## config.mk

```make
export PLATFORM = sky130hd
export DESIGN_NAME = victimTracker
export DESIGN_NICKNAME = d
export VERILOG_FILES = /design/src/hdl/btbGeomPkg.sv /design/src/hdl/victimTracker.sv
export SDC_FILE = /design/constraint.sdc
export NUM_CORES = 1
export LEC_CHECK = 0
export BUFFER_PORTS_ARGS = -buffer_cell sky130_fd_sc_hd__buf_2
export CORE_UTILIZATION = 41
export DETAILED_ROUTE_END_ITERATION = 8
export PLACE_DENSITY = 0.69
export SYNTH_ARGS = -nofsm -noshare
export SYNTH_HDL_FRONTEND = slang
export SYNTH_SLANG_ARGS = --single-unit
```

## constraint.sdc

```tcl
create_clock -name clk -period 2 [get_ports clk]
set_input_delay 0.2 -clock clk [delete_from_list [all_inputs] [get_ports clk]]
set_output_delay 0.2 -clock clk [all_outputs]
set_load 0.01 [all_outputs]
```

## src/hdl/btbGeomPkg.sv

```systemverilog
// Geometry of the pair BTB: address width, default set and tag sizes, way count.
// Set index and tag vectors are sized per module from SetBits and TagWidth.
package btbGeomPkg;

    //////////////////////////////////////////////////
    // sizes
    //////////////////////////////////////////////////
    localparam int AddrWidth   = 32;                // processor address width
    localparam int DefSetBits  = 5;                 // default set index bits
    localparam int DefTagWidth = 24;                // default tag bits
    localparam int NumWays     = 4;                 // fixed way count

    //////////////////////////////////////////////////
    // vector types
    //////////////////////////////////////////////////
    // PC layout: [1:0] ignored, [2] slot, [SetBits+2:3] set, tag above the set
    typedef logic [AddrWidth-1:0] addrT;            // PCs and targets
    typedef logic [NumWays-1:0] wayMaskT;           // one bit per way
    typedef logic [$clog2(NumWays)-1:0] wayIdxT;    // way number

endpackage

```

## src/hdl/victimTracker.sv

```systemverilog
// Per-set replacement state: remembers the last way confirmed by execute.
// The victim for a build is the way after the last confirmed one.
module victimTracker #(
    parameter int SetBits = btbGeomPkg::DefSetBits
) (
    input  logic               clk,
    input  logic               rstn,

    input  logic               confirm,         // execute hit accepted
    input  btbGeomPkg::addrT   confirmPc,
    input  btbGeomPkg::wayIdxT confirmWay,

    input  btbGeomPkg::addrT   buildPc,
    output btbGeomPkg::wayIdxT victim
);
    import btbGeomPkg::*;

    localparam int NumSets = 1 << SetBits;

    typedef logic [SetBits-1:0] setIdxT;

    wayIdxT lastWay [NumSets];                  // last confirmed way per set
    setIdxT confirmSet;
    setIdxT buildSet;

    assign confirmSet = confirmPc[SetBits+2:3];
    assign buildSet   = buildPc[SetBits+2:3];

    always_ff @(posedge clk) begin
        if (!rstn) begin
            // start at the top way so the first victim is way 0
            for (int s = 0; s < NumSets; s++) begin
                lastWay[s] <= wayIdxT'(NumWays - 1);
            end
        end else if (confirm) begin
            lastWay[confirmSet] <= confirmWay;
        end
    end

    assign victim = lastWay[buildSet] + wayIdxT'(1);  // wraps mod 4

endmodule

```

; Word-level counts from Yosys, hierarchy flattened
; Memories as Yosys holds them, arrays and structs flattened.
; Cells that the tools add are included.
[totals]
regBits = 0
mem_bits_rw = 64
word_cells = 10
mem_count = 1
[memory_table]
columns = memory, words, word_bits, read_ports, rd_ports_with_merged_regs, write_ports, line
row1 = lastWay, 32, 2, 1, 0, 32, victimTracker.sv:22  ; wayIdxT lastWay [NumSets];
[op_classes]
addsub = 1
muxes = 7
n_reduce_logical = 1
[op_table]
columns = operator, count
row1 = 1-bit two-way mux, 5
row2 = 5-bit two-way mux, 1
row3 = 2-bit by 1-bit adder with 2-bit output (second input constant), 1
row4 = 2-bit two-way mux, 1
row5 = 2-bit OR reduction, 1

; Longest topological paths before layout
[logic_depth]
depth_word = 5
depth_mapped = 9

; Worst setup path after synthesis
; Ideal clock, no wire load.
[synth_path]
kind = input -> output
startpoint = input buildPc[4]
endpoint = output victim[1]
arrival_time_ns = 1.478
t_required_ns = 1.800
slack_ns = 0.322
cell_stages = 9
path_buffers = 3
path_cell_list = buf_6 -> buf_6 -> buf_6 -> mux2i_1 -> nand3_1 -> nand4_1 -> o21ai_0 -> nor2_1 -> xnor2_1
[synth_between]
elab_chain_len = 2
[synth_rtl]
columns = element, line
row1 = "start, declared", victimTracker.sv:13  ; input btbGeomPkg::addrT buildPc,
row2 = memory 32 x 2 bit, --
row3 = 2-bit by 1-bit adder with 2-bit output, victimTracker.sv:40  ; assign victim = lastWay[buildSet] + wayIdxT'(1);
row4 = "end, declared", victimTracker.sv:14  ; output btbGeomPkg::wayIdxT victim
; No other way between the ends.

; Final worst setup path
[layout_path]
startpoint = memory lastWay[15][1] (netlist bit)
endpoint = output victim[1]
[layout_between]
elab_chain_len = 2
[layout_rtl]
columns = element, line
row1 = "start, declared", victimTracker.sv:22
row2 = memory 32 x 2 bit, --
row3 = 2-bit by 1-bit adder with 2-bit output, victimTracker.sv:40
; No other way between the ends.

==> results.cfg <==
[floorplanning]
io_pins = 71
start_util = 0.427
die_w_microns = 92.2
core_area_sq_mm = 0.00781
die_h_microns = 92.2
die_area_sq_mm = 0.00849
row_count = 32

[hold_path]
hp-start = confirmPc[4]
hp-class = input port to flip-flop

[outcome]
violations = setup timing
outcome = finished, violations left

[routing]
routed_wl_microns = 6560
drtAntennaViolNets = 0
drtIter0Drc = 102
drc = 0
vias = 2163
drt_first_pass_iters = 4
vias_per_cell = 5.30
wire_per_inst_microns = 16.1

[sta]
drv_slew = 0
min_period_ns = 2.15
final.setup.worst_slack_ns = -0.147
worst_pin_slew_ns = 0.565
rsz0062_at_grt = yes
timing.final.crit_share = 1.07
max_freq_mhz = 466
finalHoldViolations = 0
finalSetupTns_ns = -0.147
relSlewSlack = 0.621
setup_violations = 1

[logic_synthesis]
yosysSeqAreaShare = 0.577
synth_top_area_share = 0.577
synthCells = 280
yosysUniqueCellTypes = 28
synth_edf_count = 64
syn_area_per_cell_sq_um = 11.9
synthTopCellsByArea = edfxtp_1 58%, mux2i_1 6.0%, or3_1 6.0%
syn-num-nets = 349
synthTopCellsByCount = 64 x edfxtp_1, 35 x nand2_1, 32 x or3_1, 27 x or2_2, 20 x mux2i_1
yosys_most_used_dff = edfxtp_1
ys_ff_latch = 64
yosysMostFrequentCell = edfxtp_1
synth_warnings = 0
async_reset_ff_frac = 0
synth_top_area_cell = edfxtp_1
syn_area_sq_mm = 0.00333

[clocking]
cts_inserted_buffers = 9
clk_pin_slew_ns = 0.07
root_buffer = clkbuf_8
clockBufferDepth = 2
cts_tree = built
postCtsSetupRepairBufs = 0
h-tree-depth = 3
postCtsHoldBufs = 0
cts_num_sinks = 64

[global_route]
grt_pass1_vias = 2220
antenna_found_initial = 0
grt_usage = 0.176
grt_max_degree = 33
grt_pass1_wl_microns = 11000
grt-ovfl-total = 0

[worst_setup_path]
startpoint = lastWay[15][1]
critPathKind = flip-flop to output pin
cp.arrival_ns = 1.95
cp-endpoint = victim[1]
crit_path_top_delay_cell = mux4_2
cp-start-kind = flip-flop
worst_setup_path_end_kind = output pin
slowest_delay_ns = 0.48
worstPathCellList = mux4_2 -> nor2b_1 -> nor2_1 -> a31oi_2 -> o221ai_2 -> xnor2_1 -> buf_2
crit_required_ns = 1.80
path_max_fanout = 1

[job]
drv_cap = 0

[finish]
regMostFlops = lastWay
area_growth_pct = 13.6
n_antenna_cell = 0
largest_reg_flops = 64
drive_gt1_frac = 0.261
reg_top3 = lastWay (64)
nets = 371
fillers = 694
utilization = 0.485

[placement]
dp_hpwl_microns = 4570
port_buffers = 16
gp_congestion = 0.750

[power]
p_per_area_mw_per_mm2 = 795
leakage_nw = 1.30
ir_worst_vdd_mv = 0.314
## cell usage in the layout (no fill, tap or decap), types with 4 or more instances in the layout
cell | synthesis | final
clkinv_1 | 0 | 4
or2_2 | 27 | 27
mux4_2 | 4 | 5
nand2b_1 | 12 | 12
edfxtp_1 | 64 | 64
mux2i_1 | 20 | 19
or3_1 | 32 | 32
nand2_1 | 35 | 35
buf_2 | 1 | 16
clkbuf_8 | 0 | 9
o21ai_0 | 17 | 17
nor2_1 | 6 | 6
nand3_1 | 9 | 9
buf_4 | 0 | 15
nor2b_1 | 7 | 7
a22oi_1 | 4 | 4
## final cells by class
| type | count | area (sq um) | area share |
|---|---|---|---|
| multi-input cells | 193 | 1300 | 0.343 |
| inverters | 1 | 3.75 | 0.000992 |
| clock inverters | 6 | 75.1 | 0.0198 |
| well taps | 102 | 128 | 0.0337 |
| clock buffers | 9 | 124 | 0.0327 |
| flip-flops and latches | 64 | 1920 | 0.508 |
| repair buffers | 33 | 233 | 0.0615 |
## power breakdown
part | leakage, nW | internal, W | total, W | switching [W]
Combinational | 0.556 | 0.000127 | 0.000300 | 0.000174
Sequential | 0.644 | 0.00154 | 0.00156 | 0.0000188
Clock | 0.0992 | 0.000678 | 0.00115 | 0.000468
Total | 1.30 | 0.00235 | 0.00301 | 0.000660
## repair_timing
item,CTS,global route
hold endpoints to repair,0,0
setup endpoints to repair,1,1
pin swaps,0,1
gates resized for setup,2,1
## layer usage
layer	vias to the layer above	wire (microns)	share of wire	global-route usage
met5	-	0	0	0
met4	0	167	0.025	0.0872
met3	14	309	0.047	0.0423
met2	44	3160	0.48	0.285
met1	1044	2930	0.45	0.221
li1	1061	-	-	-
## logic make-up (layout without fill, tap and decap cells)
group	Yosys count	after routing	synth area share
DFF	64	64	0.577
muxes	27	27	0.111
and+or+nand+nor	139	139	0.228
AOI/OAI and AO/OA	26	26	0.0477
buffers and inverters	23	49	0.0342
xor gates and xnor gates	1	1	0.00263
## stage by stage
step | hold WS (ns) | std cells | setup WS [ns] | instance area [sq um] | power, W
global route | 0.445 | 408 | -0.302 | 3780 | 0.00312
CTS | 0.380 | 408 | -0.157 | 3780 | 0.00302
detailed placement | 0.740 | 393 | 0.00896 | 3580 | 0.00189
finish | 0.396 | 408 | -0.147 | 3780 | 0.00301
floorplan | 0.379 | 280 | 0.322 | 3330 | 0.00177
global placement | 0.738 | 393 | 0.00370 | 3580 | 0.00188
## worst min-delay path by stage
stage	end	slack, ns	depth (start not counted)
after global placement	lastWay[1][0]	0.74	4
after CTS	lastWay[1][1]	0.38	4
after detailed placement	lastWay[1][1]	0.74	4
after floorplan	lastWay[12][1]	0.38	1
final	lastWay[1][1]	0.40	4
after global routing	lastWay[9][1]	0.44	4
## worst max-delay path: cells and delay by family (launching register included)
family	cells	cell delay, ns
simple gates	2	0.21
flops	1	0.35
mux	1	0.48
xor+xnor	1	0.15
compound gates	2	0.27
buf+inv	1	0.14
Note: power is estimated with default switching activity, not from simulation.
