<file path="src/hdl/btbGeomPkg.sv">
// Geometry of the pair BTB: address width, default set and tag sizes, way count.
// Set index and tag vectors are sized per module from SetBits and TagWidth.
package btbGeomPkg;

    //////////////////////////////////////////////////
    // sizes
    //////////////////////////////////////////////////
    localparam int AddrWidth   = 32;                // processor address width
    localparam int DefSetBits  = 5;                 // default set index bits
    localparam int DefTagWidth = 24;                // default tag bits
    localparam int NumWays     = 4;                 // fixed way count

    //////////////////////////////////////////////////
    // vector types
    //////////////////////////////////////////////////
    // PC layout: [1:0] ignored, [2] slot, [SetBits+2:3] set, tag above the set
    typedef logic [AddrWidth-1:0] addrT;            // PCs and targets
    typedef logic [NumWays-1:0] wayMaskT;           // one bit per way
    typedef logic [$clog2(NumWays)-1:0] wayIdxT;    // way number

endpackage

</file>
<file path="src/hdl/fillSelect.sv">
// Picks the way a decode build writes, as a one-hot write enable.
// Existing entry: no write. Else first free way, else the victim.
module fillSelect (
    input  logic                idEn,
    input  btbGeomPkg::wayMaskT idExist,        // per-way block already present
    input  btbGeomPkg::wayMaskT idInsert,       // per-way free slot space
    input  btbGeomPkg::wayIdxT  victim,
    output btbGeomPkg::wayMaskT wrWay
);
    import btbGeomPkg::*;

    wayMaskT firstFree;
    wayMaskT victimMask;

    assign victimMask = wayMaskT'(1) << victim;

    // lowest free way wins
    always_comb begin
        firstFree = '0;
        for (int w = NumWays - 1; w >= 0; w--) begin
            if (idInsert[w]) begin
                firstFree    = '0;
                firstFree[w] = 1'b1;
            end
        end
    end

    always_comb begin
        if (!idEn || (|idExist)) begin
            wrWay = '0;                         // nothing to build
        end else if (|idInsert) begin
            wrWay = firstFree;
        end else begin
            wrWay = victimMask;                 // all ways taken
        end
    end

endmodule

</file>
<file path="config.mk">
export PLATFORM = sky130hd
export DESIGN_NAME = fillSelect
export DESIGN_NICKNAME = d
export VERILOG_FILES = /design/src/hdl/btbGeomPkg.sv /design/src/hdl/fillSelect.sv
export SDC_FILE = /design/constraint.sdc
export NUM_CORES = 1
export LEC_CHECK = 0
export BUFFER_PORTS_ARGS = -buffer_cell sky130_fd_sc_hd__buf_2
export CAP_MARGIN = 30
export CORE_AREA = 3 3 40 42
export DETAILED_ROUTE_END_ITERATION = 8
export DIE_AREA = 0 0 43 45
export PLACE_DENSITY = 0.3
export SLEW_MARGIN = 10
export SYNTH_ARGS = -nofsm -noshare
export SYNTH_HDL_FRONTEND = slang
export SYNTH_SLANG_ARGS = --single-unit
</file>
<file path="constraint.sdc">
create_clock -name vclk -period 1.1
set_input_delay 0.22 -clock vclk [all_inputs]
set_output_delay 0.22 -clock vclk [all_outputs]
set_load 0.05 [all_outputs]
</file>
Word-level counts from Yosys, hierarchy flattened
Cells that the tools add are included.
{"block": "classes", "n_mux": 6, "n_shift": 1, "reduce_logical": 4}
{"op": "2-to-1 mux 4 bit", "n": 6}
{"op": "OR reduction 4 bit", "n": 2}
{"op": "left shift 1 x 2 -> 4 bit (first input constant)", "n": 1}
{"op": "zero test 1 bit", "n": 1}
{"op": "logical OR 1 bit", "n": 1}
{"block": "totals", "register_bits": 0, "input_bits": 11}

Longest topological paths before layout
{"block": "depth", "depth_word": 6, "ltp_mapped": 3, "mapped_depth_nobuf": 3}

Worst setup path after synthesis
No wires, ideal clock.
{"block": "synth_timing", "path_kind": "input -> output", "start": "input idExist[1]", "end": "output wrWay[3]", "slack_ps": -1126, "arrival_time_ps": 2006, "required_time_ps": 880, "n_path_buf": 0, "path_stages": 3, "cell_sequence": "nor2_1 > nand4b_1 > nor4_1"}
{"block": "synth_via", "elab_chain_cells": 3}
{"element": "start, declared", "line_no": "fillSelect.sv:5", "text": "input btbGeomPkg::wayMaskT idExist,"}
{"element": "OR reduction 4 bit", "line_no": "fillSelect.sv:29", "text": "if (!idEn || (|idExist)) begin"}
{"element": "logical OR 1 bit", "line_no": "fillSelect.sv:29"}
{"element": "2-to-1 mux 4 bit", "line_no": "fillSelect.sv:29"}
{"element": "end, declared", "line_no": "fillSelect.sv:8", "text": "output btbGeomPkg::wayMaskT wrWay"}
No other way between the ends.

Final worst setup path
{"block": "layout_timing", "start": "input victim[1]", "end": "output wrWay[0]"}
{"block": "layout_via", "elab_chain_cells": 3}
{"element": "start, declared", "line_no": "fillSelect.sv:7", "text": "input btbGeomPkg::wayIdxT victim,"}
{"element": "left shift 1 x 2 -> 4 bit", "line_no": "fillSelect.sv:15", "text": "assign victimMask = wayMaskT'(1) << victim;"}
{"element": "2-to-1 mux 4 bit", "line_no": "fillSelect.sv:31", "text": "end else if (|idInsert) begin"}
{"element": "2-to-1 mux 4 bit", "line_no": "fillSelect.sv:29"}
No other way between the ends.

==> impl_metrics.xml <==
<?xml version="1.0" encoding="UTF-8"?>
<metrics>
  <group name="routing">
    <metric name="route.antenna.remaining_nets" unit="">0</metric>
    <metric name="vias_per_cell" unit="">3.94</metric>
    <metric name="finalWirelength" unit="µm">599</metric>
    <metric name="number_of_vias_after_detailed_routing" unit="">209</metric>
    <metric name="avgRoutedWirePerCell" unit="µm">11.3</metric>
    <metric name="drt_iter0_markers" unit="">0</metric>
    <metric name="firstDrtPassIters" unit="">1</metric>
    <metric name="drc" unit="">0</metric>
  </group>
  <group name="global_route">
    <metric name="first_pass_grt_wire_length" unit="µm">1010</metric>
    <metric name="track_usage" unit="%">6.63</metric>
    <metric name="grt_max_degree" unit="">5</metric>
    <metric name="grt-ovfl-total" unit="">0</metric>
    <metric name="grt_antenna_before_repair" unit="">0</metric>
    <metric name="grt_pass1_vias" unit="">231</metric>
  </group>
  <group name="critical_path">
    <metric name="path_max_fanout" unit="">2</metric>
    <metric name="worst_setup_path_start_kind" unit="">input port</metric>
    <metric name="cp_slowest_stage_delay" unit="ps">500</metric>
    <metric name="path_common_cell" unit="">sky130_fd_sc_hd__buf_6</metric>
    <metric name="worst_ep_arrival_time" unit="ps">1290</metric>
    <metric name="cp_capture_type" unit="">output port</metric>
    <metric name="crit_chain" unit="">buf_6 &gt; or4_1 &gt; nor2_1 &gt; o2111a_2 &gt; buf_6</metric>
    <metric name="worstPathRequired" unit="ps">880</metric>
    <metric name="crit_type" unit="">input port to output port</metric>
    <metric name="critPathSlowestCell" unit="">sky130_fd_sc_hd__or4_1</metric>
  </group>
  <group name="yosys">
    <metric name="syn_inst" unit="">14</metric>
    <metric name="adder_cell_fraction_of_synth_area" unit="%">0</metric>
    <metric name="synth.lib_cells_used.distinct" unit="">8</metric>
    <metric name="synth-compound-area-share" unit="%">26.6</metric>
    <metric name="yosys-mux-area-fraction" unit="%">0</metric>
    <metric name="synthesis.area" unit="µm²">80.1</metric>
    <metric name="post_synth_xor_area_fraction" unit="%">0</metric>
    <metric name="synthDominantAreaCellType" unit="">sky130_fd_sc_hd__nor2_1</metric>
    <metric name="synthSimpleGateAreaFrac" unit="%">73.4</metric>
    <metric name="yosys.area.top_type_share" unit="%">28.1</metric>
    <metric name="synth_top_family_by_area" unit="">simple AND/OR/NAND/NOR gates</metric>
    <metric name="dominant_cells_by_area_after_synthesis" unit="">sky130_fd_sc_hd__nor2_1 28%, sky130_fd_sc_hd__o2111a_1 14%, sky130_fd_sc_hd__a21oi_1 13%</metric>
    <metric name="yosys_warnings" unit="">0</metric>
    <metric name="syn-mean-instance-area" unit="µm²">5.72</metric>
    <metric name="synth_nets" unit="">25</metric>
    <metric name="yosysSeqAreaShare" unit="%">0</metric>
  </group>
  <group name="outcome">
    <metric name="violated_checks" unit="">negative setup slack</metric>
    <metric name="result_of_the_run" unit="">finished, violations left</metric>
  </group>
  <group name="timing">
    <metric name="final-hold-violation-count" unit="">0</metric>
    <metric name="final.hold.worst_slack" unit="ps">817</metric>
    <metric name="final_min_period_over_clock_period" unit="%">137</metric>
    <metric name="setup_viol_count_final" unit="">4</metric>
    <metric name="worst_pin_slew" unit="ps">242</metric>
    <metric name="report.final.slew_viol_count" unit="">0</metric>
    <metric name="final_critical_period" unit="ps">1510</metric>
    <metric name="final.setup.worst_slack" unit="ps">-407</metric>
    <metric name="grt_setup_unrepaired" unit="">true</metric>
    <metric name="timing.slew.headroom" unit="%">83.8</metric>
    <metric name="fmaxAchievable" unit="MHz">664</metric>
  </group>
  <group name="die">
    <metric name="die_w" unit="µm">43</metric>
    <metric name="floorplan.initialDensity" unit="%">6.23</metric>
    <metric name="std_cell_rows" unit="">13</metric>
    <metric name="floorplan.core_area" unit="µm²">1280</metric>
    <metric name="io_pins" unit="">15</metric>
    <metric name="die_h" unit="µm">45</metric>
    <metric name="dieArea" unit="µm²">1940</metric>
  </group>
  <group name="final_layout">
    <metric name="postLayoutCoreUtil" unit="%">28.2</metric>
    <metric name="sequential_cell_area" unit="µm²">0</metric>
    <metric name="n_sequential_cell" unit="">0</metric>
    <metric name="final_layout_size_suffix_gt1_share" unit="%">78.9</metric>
    <metric name="finish.net_count" unit="">51</metric>
    <metric name="layout.clock_buffers" unit="">0</metric>
    <metric name="num_antenna_cells" unit="">0</metric>
    <metric name="finish.cell_count_without_fillers" unit="">53</metric>
    <metric name="area_growth" unit="%">353</metric>
  </group>
  <group name="pwr">
    <metric name="powerDensity" unit="nW/µm²">280</metric>
    <metric name="static-leakage-power" unit="nW">0.159</metric>
    <metric name="vdd_drop_max" unit="mV">0.0854</metric>
  </group>
  <group name="flow_run">
    <metric name="timing.max_cap.violations" unit="">0</metric>
  </group>
  <group name="placed_design">
    <metric name="post-dp-hpwl" unit="µm">512</metric>
    <metric name="post-place-ws" unit="ps">-519</metric>
    <metric name="dp.cells" unit="">49</metric>
    <metric name="globalplace.congestion" unit="">0.664</metric>
    <metric name="buffer_ports.inserted" unit="">15</metric>
  </group>
  <group name="clocking">
    <metric name="cts_hold_buffers_added" unit="">0</metric>
  </group>
  <group name="min_path">
    <metric name="hold_class" unit="">input port to output port</metric>
  </group>
</metrics>
## report_power, final
part | total [mW] | switching (mW) | internal, mW
clock | 0 | 0 | 0
combinational | 0.101 | 0.0397 | 0.0618
sequential | 0 | 0 | 0
total | 0.101 | 0.0397 | 0.0618
## cell usage in the layout (no fill, tap or decap), drive strengths merged
cell / count
nand4b: 1
buf: 24
nor4b: 1
nor3: 1
o2111a: 1
or4: 1
nor2: 6
nor4: 1
a21oi: 2
## metal layers
metal  global-route usage (%)  share of wire, %  vias up
li1                         -                 -      105
met1                     8.81                47       89
met2                     11.4                38       15
met3                     1.99                15        0
met4                        0                 0        0
met5                        0                 0        -
## cell type report
type / instances / area (µm²)
multi-input cells: 14 / 131
fillers: 149 / 922
well taps: 15 / 18.8
repair buffers: 24 / 213
## repair_timing
| action | in CTS | in global routing |
|---|---|---|
| endpoints found under the setup margin | 4 | 4 |
| gates resized for setup | 22 | 2 |
| setup buffers | 4 | 2 |
| pin swaps | 6 | 5 |
## critical path, delay by kind of cell
family                 cells  cell delay (ps)
and+or+nand+nor            2              610
buffers and inverters      2              240
AOI/OAI and AO/OA          1              200
## cells in the mapped netlist
| library cell | n |
|---|---|
| sky130_fd_sc_hd__a21oi_1 | 2 |
| sky130_fd_sc_hd__o2111a_1 | 1 |
| sky130_fd_sc_hd__or4_1 | 1 |
| sky130_fd_sc_hd__nor4b_1 | 1 |
| sky130_fd_sc_hd__nor3_1 | 1 |
| sky130_fd_sc_hd__nand4b_1 | 1 |
| sky130_fd_sc_hd__nor2_1 | 6 |
| sky130_fd_sc_hd__nor4_1 | 1 |
## path summary, 6_finish.rpt
kind	start	endpoint	depth (start not counted)
max	victim[1]	wrWay[0]	5
min	idEn	wrWay[0]	3
## logic make-up (layout without fill, tap and decap cells)
| logic type | Yosys count | after routing |
|---|---|---|
| buffers and inverters | 0 | 24 |
| AO/OA/AOI/OAI | 3 | 3 |
| AND/OR/NAND/NOR | 11 | 11 |
## per-stage QoR
step / cell area [µm²] / TNS (ps) / power [mW]
CTS: 358 / -1250 / 0.0990
global route: 363 / -1270 / 0.110
floorplan: 101 / -1350 / 0.0159
finish: 363 / -1010 / 0.101
global placement: 233 / -1470 / 0.0606
detailed placement: 233 / -1540 / 0.0619
Power figures use the tool's default switching activity.
