`src/hdl/brTypePkg.sv`:
```
// Branch type encoding and the stored target word of the pair BTB.
// Only conditional branches and jumps get an entry.
package brTypePkg;

    typedef enum logic [1:0] {
        brNone  = 2'b00,                            // not a branch
        brCond  = 2'b01,                            // conditional branch
        brJump  = 2'b10,                            // unconditional jump
        brOther = 2'b11                             // indirect or return
    } brTypeT;

    // stored word is {target[31:2], type}
    typedef logic [31:0] targetWordT;

    // kept only when the two type bits differ
    function automatic logic isUseful(brTypeT brType);
        return ^brType;
    endfunction

endpackage

```
`src/hdl/btbGeomPkg.sv`:
```
// Geometry of the pair BTB: address width, default set and tag sizes, way count.
// Set index and tag vectors are sized per module from SetBits and TagWidth.
package btbGeomPkg;

    //////////////////////////////////////////////////
    // sizes
    //////////////////////////////////////////////////
    localparam int AddrWidth   = 32;                // processor address width
    localparam int DefSetBits  = 5;                 // default set index bits
    localparam int DefTagWidth = 24;                // default tag bits
    localparam int NumWays     = 4;                 // fixed way count

    //////////////////////////////////////////////////
    // vector types
    //////////////////////////////////////////////////
    // PC layout: [1:0] ignored, [2] slot, [SetBits+2:3] set, tag above the set
    typedef logic [AddrWidth-1:0] addrT;            // PCs and targets
    typedef logic [NumWays-1:0] wayMaskT;           // one bit per way
    typedef logic [$clog2(NumWays)-1:0] wayIdxT;    // way number

endpackage

```
`src/hdl/hitMerge.sv`:
```
// Merges the per-way hit flags of the execute check and the fetch lookup.
// Fetch data comes from the lowest way with either slot hitting.
module hitMerge (
    input  logic                  exVld,
    input  btbGeomPkg::wayMaskT   exHit,
    input  btbGeomPkg::wayMaskT   ifHitLower,
    input  btbGeomPkg::wayMaskT   ifHitUpper,
    input  brTypePkg::targetWordT ifDataLowerWay [btbGeomPkg::NumWays],
    input  brTypePkg::targetWordT ifDataUpperWay [btbGeomPkg::NumWays],

    output logic                  exExist,
    output logic                  confirm,          // feeds victim tracking
    output btbGeomPkg::wayIdxT    confirmWay,

    output logic                  ifExistLower,
    output logic                  ifExistUpper,
    output btbGeomPkg::wayIdxT    ifWay,
    output brTypePkg::targetWordT ifDataLower,
    output brTypePkg::targetWordT ifDataUpper
);
    import btbGeomPkg::*;

    wayMaskT ifHitAny;

    assign ifHitAny = ifHitLower | ifHitUpper;

    //////////////////////////////////////////////////
    // execute
    //////////////////////////////////////////////////
    assign exExist = |exHit;
    assign confirm = exVld & exExist;

    always_comb begin
        confirmWay = wayIdxT'(NumWays - 1);
        for (int w = NumWays - 1; w >= 0; w--) begin
            if (exHit[w]) begin
                confirmWay = wayIdxT'(w);
            end
        end
    end

    //////////////////////////////////////////////////
    // fetch
    //////////////////////////////////////////////////
    assign ifExistLower = |ifHitLower;
    assign ifExistUpper = |ifHitUpper;

    // top way is the fallback on a total miss
    always_comb begin
        ifWay       = wayIdxT'(NumWays - 1);
        ifDataLower = ifDataLowerWay[NumWays-1];
        ifDataUpper = ifDataUpperWay[NumWays-1];
        for (int w = NumWays - 1; w >= 0; w--) begin
            if (ifHitAny[w]) begin
                ifWay       = wayIdxT'(w);
                ifDataLower = ifDataLowerWay[w];
                ifDataUpper = ifDataUpperWay[w];
            end
        end
    end

endmodule

```
`config.mk`:
```
export PLATFORM = sky130hd
export DESIGN_NAME = hitMerge
export DESIGN_NICKNAME = d
export VERILOG_FILES = /design/src/hdl/brTypePkg.sv /design/src/hdl/btbGeomPkg.sv /design/src/hdl/hitMerge.sv
export SDC_FILE = /design/constraint.sdc
export NUM_CORES = 1
export LEC_CHECK = 0
export BUFFER_PORTS_ARGS = -buffer_cell sky130_fd_sc_hd__buf_2
export CAP_MARGIN = 20
export CELL_PAD_IN_SITES_DETAIL_PLACEMENT = 1
export CELL_PAD_IN_SITES_GLOBAL_PLACEMENT = 2
export CORE_MARGIN = 2
export CORE_UTILIZATION = 12
export DETAILED_ROUTE_END_ITERATION = 16
export PLACE_DENSITY_LB_ADDON = 0.1
export SETUP_SLACK_MARGIN = 0.4
export SLEW_MARGIN = 30
export SYNTH_ARGS = -nofsm -noshare
export SYNTH_HDL_FRONTEND = slang
export SYNTH_SLANG_ARGS = --single-unit
```
`constraint.sdc`:
```
create_clock -name vclk -period 1.8
set_clock_uncertainty 0.15 [all_clocks]
set_input_delay 0.18 -clock vclk [all_inputs]
set_output_delay 0.18 -clock vclk [all_outputs]
set_load 0.01 [all_outputs]
```
[Yosys cells after proc, flatten, opt, wreduce, memory -nomap -nowiden]
Cells that the tools add are included.
Storage, ports and cells
  flip-flop bits (word level): 0
  output and inout bits: 72
  logic and storage cells: 17
Operators by class
  mux-type cells: 12
  bitwise logic cells: 2
  reductions and logical operators: 3
Operator list (number)
  $mux 32: 6
  $reduce_or 4->1: 3
  $mux 2: 4
  $or 3x3->3: 1
  $mux 1: 2
  $and 1x1->1: 1

[Longest topological paths before layout]
Gate-level depths: netlist (run 1).
  word-level depth: 4
  mapped depth: 5
  mapped depth without buffers: 3

[Worst setup path after synthesis (run 1)]
No wires, ideal clock.
  path type: in2out
  start point: input port ifHitLower[0]
  end point: output port ifDataLower[0]
  arrival time: 1.223 ns
  data required time: 1.470 ns
  setup slack: 0.247 ns
  stages: 5
  buffers on the path: 2
  cell sequence: or2_1 -> or3_1 -> buf_6 -> buf_6 -> o221ai_2
Between the ends
  longest elaborated chain between the ends: 2
Ends and longest elaborated chain
  from (decl): line hitMerge.sv:6  | input btbGeomPkg::wayMaskT ifHitLower,
  $or 3x3->3: line hitMerge.sv:25  | assign ifHitAny = ifHitLower | ifHitUpper;
  $mux 32: line hitMerge.sv:54  | if (ifHitAny[w]) begin
  to (decl): line hitMerge.sv:18  | output brTypePkg::targetWordT ifDataLower,
No other way between the ends.

[Worst setup path in the final report (run 1)]
  start point: input port ifHitLower[0]
  end point: output port ifDataUpper[20]
Between the ends
  longest elaborated chain between the ends: 2
Ends and longest elaborated chain
  $or 3x3->3: line hitMerge.sv:25
  $mux 32: line hitMerge.sv:54
  to (decl): line hitMerge.sv:19  | output brTypePkg::targetWordT ifDataUpper
No other way between the ends.

==> summary.md, run 1 <==
| Metric | Value |
|---|---|
| Status | `complete, but fails checks` |
| Failing checks | `negative setup slack` |
| Worst setup path class | `primary input to primary output` |
| Area occupied by multi-input gates | `~2000 um2` |
| Syn_nets | `568` |
| Slack of the critical path | `-0.00969 ns` |
| Rel. slew slack | `74.0%` |
| DRT iter0 DRCs | `between 60 and 70` |
| Slew @ Worst Pin | `0.390 ns` |
| Die H | `roughly 140 um` |
| Final Cycle Share | `101%` |
| Worst Hold Margin | `0.466 ns` |
| Final Non-Filler Cells | `between 800 and 900` |
| Largest stage delay on the critical path | `about 0.37 ns` |
| Post-DP HPWL | `11.6 mm` |
| Crit start category | `primary input` |
| Total GRT Usage | `13.8%` |
| Setup violators final | `12` |
| Final Util | `26.2%` |
| DP Worst Slack | `-0.0501 ns` |
| Min-Delay Path Class | `primary input to primary output` |
| Initial antenna violation count | `2` |
| Sw frac | `between 40% and 50%` |
| Max IR drop VDD | `roughly 0.000054 V` |
| FILL cells | `about 2300` |
| Synthesized area per cell | `between 7 and 8 um2` |
| Post-synthesis sequential area ratio | `0%` |
| Initial Util | `between 10% and 20%` |
| # rows | `between 40 and 50` |
| Max-cap violations | `0` |
| Port bufs | `~340` |
| Worst hold stages | `3` |
| Slew Viols, Final | `0` |
| Setup crit end kind | `primary output` |
| Routed Antenna Nets | `0` |
| DRT Pass-1 Iters | `4` |
| Synthesized cell area | `approximately 2200 um2` |
| Final Hold Fails | `0` |
| Leak Pwr | `approximately 2.6 nW` |
| Drt total wl | `approximately 15 mm` |
| CORE AREA | `18100 um2` |
| I/O pin count | `around 340` |
| Reg area | `0 um2` |
| Worst-path cell chain | `buf_6 -> or2_4 -> or3_4 -> buf_12 -> o221ai_4 -> buf_2` |
| GPL Wtd Cong | `between 0.7 and 0.8` |
| Pin count of the biggest net entering global routing | `36` |
| Via count | `3565` |
| DR DRC count | `0` |
| Syn Inst Count | `between 200 and 300` |
| Area Overhead vs Synth | `113%` |
| WL per Instance | `17.5 um` |
| Clock power frac | `0%` |
| Area of the die | `19700 um2` |
| Pint | `0.000604 W` |
| RSZ-0062 raised after global routing | `yes` |
| # clk buffers | `0` |
| NumNets Final | `around 900` |
| First-pass GRT wire length | `between 20 and 25 mm` |
| Die Width | `about 140 um` |
| Minimum clock period | `1.81 ns` |
| Yosys warnings | `0` |
| Critical Path RT | `about 1.5 ns` |
| Post-Place Cells | `853` |
| Cts hold-fix bufs | `0` |
| Count of cell types in the netlist | `18` |
| Share of cells above drive strength 1 | `between 60% and 70%` |
| Total gr overflow | `0` |
| Critical Path AT | `1.48 ns` |
| Fmax | `about 0.55 GHz` |
| Flip-flop and latch count | `0` |
| Worst Path Max Fanout | `35` |
| Comb pwr share | `between 90% and 100%` |
| Switch Pwr | `~0.00056 W` |
| Highest-delay cell along the critical path | `or3_4` |
| Vias in the first global route | `a little under 4000` |
| Seq pwr share | `0%` |
| Pwr Density | `244 nW/um2` |
| Routed vias/inst | `just over 4` |
final cells by class:
class                           instances  share of cell area, %
Multi-Input combinational cell        205                   43.0
Timing Repair Buffer                  365                   45.8
Antenna cell                            1                 0.0526
Tap cell                              229                   6.02
Inverter                               66                   5.21
cells in the final DEF (no fill, tap or decap):
master	n
buf_12	10
nor2_1	2
nor2_2	1
or2_4	1
buf_4	5
a21oi_1	1
buf_2	337
o221ai_1	4
o221ai_4	11
buf_8	3
buf_16	5
clkbuf_16	1
diode_2	1
inv_1	66
nand2_1	65
nor2_4	1
o221ai_2	49
nor3_2	1
buf_6	4
or4_1	2
or3_4	1
o21bai_4	1
and2_1	1
mux2i_1	64
through the flow:
stage	instance area [um2]	setup TNS [ns]	total power, W
6_report	4760	-0.0742	0.00116
5_1_grt	4760	-1.82	0.00128
4_1_cts	4680	-0.340	0.00116
3_5_place_dp	4430	-0.0749	0.00108
3_3_place_gp	4430	-0.0786	0.00107
2_1_floorplan	2430	0	0.000554
kinds of logic (layout without fill, tap and decap cells):
group | Yosys count | count (layout) | synth area share (%)
other cells | 0 | 1 | 0
mux | 64 | 64 | 28.7
compound gates | 66 | 66 | 39.4
simple gates | 75 | 75 | 13.3
buf+inv | 94 | 431 | 18.6
power groups by stage:
stage / logic, W / clock network [W] / registers (W)
after floorplan: 0.000554 / 0 / 0
after global placement: 0.00107 / 0 / 0
after detailed placement: 0.00108 / 0 / 0
after CTS: 0.00116 / 0 / 0
after global routing: 0.00128 / 0.0000000000742 / 0
final: 0.00116 / 0.0000000000742 / 0
final timing paths:
kind                      start  slack, ns               to
setup / recovery  ifHitLower[0]      -0.01  ifDataUpper[20]
hold / removal         exHit[0]       0.47    confirmWay[0]
worst max-delay path: cells and delay by family:
| family | cells | cell delay (ns) |
|---|---|---|
| compound gates | 1 | 0.18 |
| simple gates | 2 | 0.62 |
| buf+inv | 3 | 0.47 |
cell usage after synthesis:
master	n	area [um2]
nor2_1	4	15.0
buf_6	6	67.6
or3_1	1	6.26
mux2i_1	64	641
clkbuf_1	8	30.0
and2_1	1	6.26
o221ai_2	49	736
a21oi_1	1	5.00
inv_1	66	248
buf_1	1	3.75
buf_4	1	7.51
or2_1	1	6.26
o21bai_1	1	7.51
buf_2	12	60.1
o221ai_1	15	131
nor3_1	1	5.00
or4_1	2	15.0
nand2_1	65	244
per-layer routing:
metal	part of all wire [%]	GRT usage [%]	wire length (um)	vias to the layer above
li1	-	-	-	1753
met1	37	14.6	5560	1607
met2	55	29.1	8340	197
met3	7.3	2.15	1110	8
met4	0.80	1.21	121	0
met5	0	0	0	-
timing repair:
action                     CTS  global route
pin swaps                    2             1
gates resized for setup     17             7
setup endpoints to repair   66            66
buffers inserted             4             1
hold endpoints to repair     0             0
gates cloned                 5             2
Note: power is estimated with default switching activity, not from simulation.
==> run 2: changes to the inputs <==
--- a/config.mk
+++ b/config.mk
@@ -5,14 +5,16 @@
 export SDC_FILE = /design/constraint.sdc
 export NUM_CORES = 1
 export LEC_CHECK = 0
+export ABC_AREA = 1
 export BUFFER_PORTS_ARGS = -buffer_cell sky130_fd_sc_hd__buf_2
 export CAP_MARGIN = 20
 export CELL_PAD_IN_SITES_DETAIL_PLACEMENT = 1
 export CELL_PAD_IN_SITES_GLOBAL_PLACEMENT = 2
 export CORE_MARGIN = 2
-export CORE_UTILIZATION = 12
+export CORE_UTILIZATION = 13
 export DETAILED_ROUTE_END_ITERATION = 16
 export PLACE_DENSITY_LB_ADDON = 0.1
+export REMOVE_ABC_BUFFERS = 1
 export SETUP_SLACK_MARGIN = 0.4
 export SLEW_MARGIN = 30
 export SYNTH_ARGS = -nofsm -noshare
==> summary.md, run 2 <==
| Metric | Value |
|---|---|
| Status | `finished clean (was complete, but fails checks)` |
| Max-cap violations | `0 (unchanged)` |
| Count of cell types in the netlist | `13 (was 18)` |
| Final Cycle Share | `84.8% (was 101%)` |
| Most common cell after layout, fill and taps aside | `buf_2 (unchanged)` |
| Final Non-Filler Cells | `1349 (was 866)` |
| Comb pwr share | `100.0% (about the same)` |
| Area of the die | `24400 um2 (was 19700 um2)` |
| Post-Place Cell Area | `5090 um2 (was 4430 um2)` |
| Min-Delay Path Class | `primary input to primary output (unchanged)` |
| Rel. slew slack | `86.2% (was 74.0%)` |
| Crit path max-delay family | `buffers and inverters (was simple AND/OR/NAND/NOR gates)` |
| # clk buffers | `0 (unchanged)` |
| Drt total wl | `22.3 mm (was 15.1 mm)` |
| Commonest non-fill, non-tap cells in the layout | `334 x buf_2, 193 x inv_1, 152 x nor2_1 (was 337 x buf_2, 66 x inv_1, 65 x nand2_1)` |
| RSZ-0062 raised after global routing | `yes (unchanged)` |
| WL per Instance | `16.5 um (was 17.5 um)` |
| First-pass GRT wire length | `27.1 mm (was 21.6 mm)` |
| Total gr overflow | `0 (unchanged)` |
| Leak Pwr | `3.78 nW (was 2.57 nW)` |
| Vias in the first global route | `5169 (was 3945)` |
| DR DRC count | `0 (unchanged)` |
| Worst setup path class | `primary input to primary output (unchanged)` |
| TNS Setup | `0 ns (was -0.0742 ns)` |
| Worst-path cell chain | `buf_8 -> nor2_4 -> buf_12 -> buf_12 -> clkinv_8 -> buf_16 -> nor2_1 -> a21oi_1 -> buf_2 (was buf_6 -> or2_4 -> or3_4 -> buf_12 -> o221ai_4 -> buf_2)` |
| DRT iter0 DRCs | `137 (was 61)` |
| Total GRT Usage | `13.7% (was 13.8%)` |
| Crit start category | `primary input (unchanged)` |
| Syn Inst Count | `702 (was 299)` |
| Switch Pwr | `0.000775 W (was 0.000557 W)` |
| Share of cells above drive strength 1 | `47.3% (was 67.8%)` |
| Pwr Density | `239 nW/um2 (was 244 nW/um2)` |
| Synth area leaders | `inv_1 24%, nor2_1 22%, nand2_1 16%, a21oi_1 11%, nand3_1 11% (was o221ai_2 33%, mux2i_1 29%, inv_1 11%, nand2_1 11%, o221ai_1 5.9%)` |
| Die Width | `156 um (was 140 um)` |
| Post-DP HPWL | `14.2 mm (was 11.6 mm)` |
| NumNets Final | `1331 (was 907)` |
| Most frequent CP cell | `buf_12` |
| Top cells by count, synth | `194 x inv_1, 180 x nor2_1, 132 x nand2_1 (was 66 x inv_1, 65 x nand2_1, 64 x mux2i_1)` |
| CORE AREA | `22700 um2 (was 18100 um2)` |
| Met2 WL | `11.0 mm (was 8.34 mm)` |
| DP Worst Slack | `0.176 ns (was -0.0501 ns)` |
| Die H | `156 um (was 140 um)` |
| # rows | `55 (was 49)` |
| Max IR drop VDD | `0.0000625 V (was 0.0000538 V)` |
| Initial antenna violation count | `3 (was 2)` |
| Routed vias/inst | `3.97 (was 4.12)` |
| Critical Path RT | `1.47 ns (about the same)` |
| Clock power frac | `0% (about the same)` |
| Minimum clock period | `1.53 ns (was 1.81 ns)` |
| Routed Antenna Nets | `0 (unchanged)` |
| Final non-filler cell area | `6360 um2 (was 4760 um2)` |
| Final Hold Fails | `0 (unchanged)` |
| Pint | `0.000744 W (was 0.000604 W)` |
| Yosys warnings | `0 (unchanged)` |
| Area Overhead vs Synth | `111% (was 113%)` |
| Slack of the critical path | `0.273 ns (was -0.00969 ns)` |
| Most frequent cell after synthesis | `inv_1 (unchanged)` |
| Flip-flop and latch count | `0 (unchanged)` |
| Sw frac | `51.0% (was 48.0%)` |
| Seq pwr share | `0% (about the same)` |
| Share of the synthesized area in the top cell type | `24.2% (was 32.9%)` |
| Pin count of the biggest net entering global routing | `52 (was 36)` |
| Port bufs | `341 (unchanged)` |
| DR WL met3 | `1.34 mm (was 1.11 mm)` |
| I/O pin count | `341 (unchanged)` |
| Yosys top cell by area | `inv_1 (was o221ai_2)` |
| Worst Hold Margin | `0.458 ns (was 0.466 ns)` |
| Setup crit end kind | `primary output (unchanged)` |
| Slew @ Worst Pin | `0.207 ns (was 0.390 ns)` |
| Slew Viols, Final | `0 (unchanged)` |
| Synthesized cell area | `3010 um2 (was 2230 um2)` |
| Largest stage delay on the critical path | `0.17 ns (was 0.37 ns)` |
| Reg area | `0 um2 (unchanged)` |
| Fmax | `0.655 GHz (was 0.553 GHz)` |
| Top Layer Used | `met4 (unchanged)` |
| Synthesized area per cell | `4.29 um2 (was 7.47 um2)` |
| Buf/Inv on CP | `6 (was 3)` |
| GPL Wtd Cong | `0.744 (was 0.786)` |
| Initial Util | `13.3% (was 12.3%)` |
| Setup violators final | `0 (was 12)` |
| Worst Path Max Fanout | `6 (was 35)` |
| DRT Pass-1 Iters | `4 (unchanged)` |
| FILL cells | `3048 (was 2293)` |
| Via count | `5353 (was 3565)` |
| WL met1 | `9.83 mm (was 5.56 mm)` |
| Post-synthesis sequential area ratio | `0% (unchanged)` |
| Post-Place Cells | `1305 (was 853)` |
| Critical Path AT | `1.20 ns (was 1.48 ns)` |
| Cts hold-fix bufs | `0 (unchanged)` |
| Highest-delay cell along the critical path | `buf_12 (was or3_4)` |
-- run 2: changes by cell type after synthesis, sizes merged, moves of 21 or more --
cell | previous run | this run
inv | 66 | 196
mux2i | 64 | 0
o221ai | 64 | 0
nand3 | 0 | 64
buf | 20 | 41
a21oi | 1 | 66
nand2 | 65 | 132
nor2 | 4 | 201
-- run 2: cells by family after synthesis --
kind of cell    Yosys count  synth area share (%)
compound gates           67                  11.2
buf+inv                 237                  34.5
simple gates            398                  54.3
-- run 2: through the flow --
stage | utilization [%] | total power (W)
after floorplan | - | 0.000540
after global placement | 22.4 | 0.00118
after detailed placement | 22.4 | 0.00118
after CTS | 23.0 | 0.00122
after global routing | 28.0 | 0.00169
final | 28.0 | 0.00152
-- run 2: final cells by class --
type,count,area (um2),share of cell area (%)
multi-input cells,465,2430,38.2
well taps,285,357,5.61
repair inverters,1,16.3,0.256
inverters,196,753,11.8
diodes,4,10.0,0.157
repair buffers,398,2790,43.9
-- run 2: path summary, 6_finish.rpt --
kind                          end  depth (start not counted)     startpoint  slack (ns)
setup / recovery  ifDataUpper[27]                          9  ifHitUpper[0]        0.27
hold / removal      confirmWay[0]                          3       exHit[0]        0.46
-- run 2: power groups by stage --
stage | clock network (W) | registers, W | logic (W)
global placement | 0 | 0 | 0.00118
global route | 0.000000000223 | 0 | 0.00169
detailed placement | 0 | 0 | 0.00118
finish | 0.000000000298 | 0 | 0.00152
CTS | 0 | 0 | 0.00122
floorplan | 0 | 0 | 0.000540
-- run 2: per-layer routing --
layer / up-vias / global-route usage [%]
met1: 2436 / 16.1
met3: 4 / 2.82
met5: - / 0
li1: 2736 / -
met4: 0 / 0.917
met2: 177 / 26.6
-- run 2: timing repair --
item / in CTS / in global routing
pin swaps: 1 / 37
endpoints found under the setup margin: 65 / 66
resized for setup: 8 / 142
cloned: 2 / 24
buffers inserted: 7 / 7
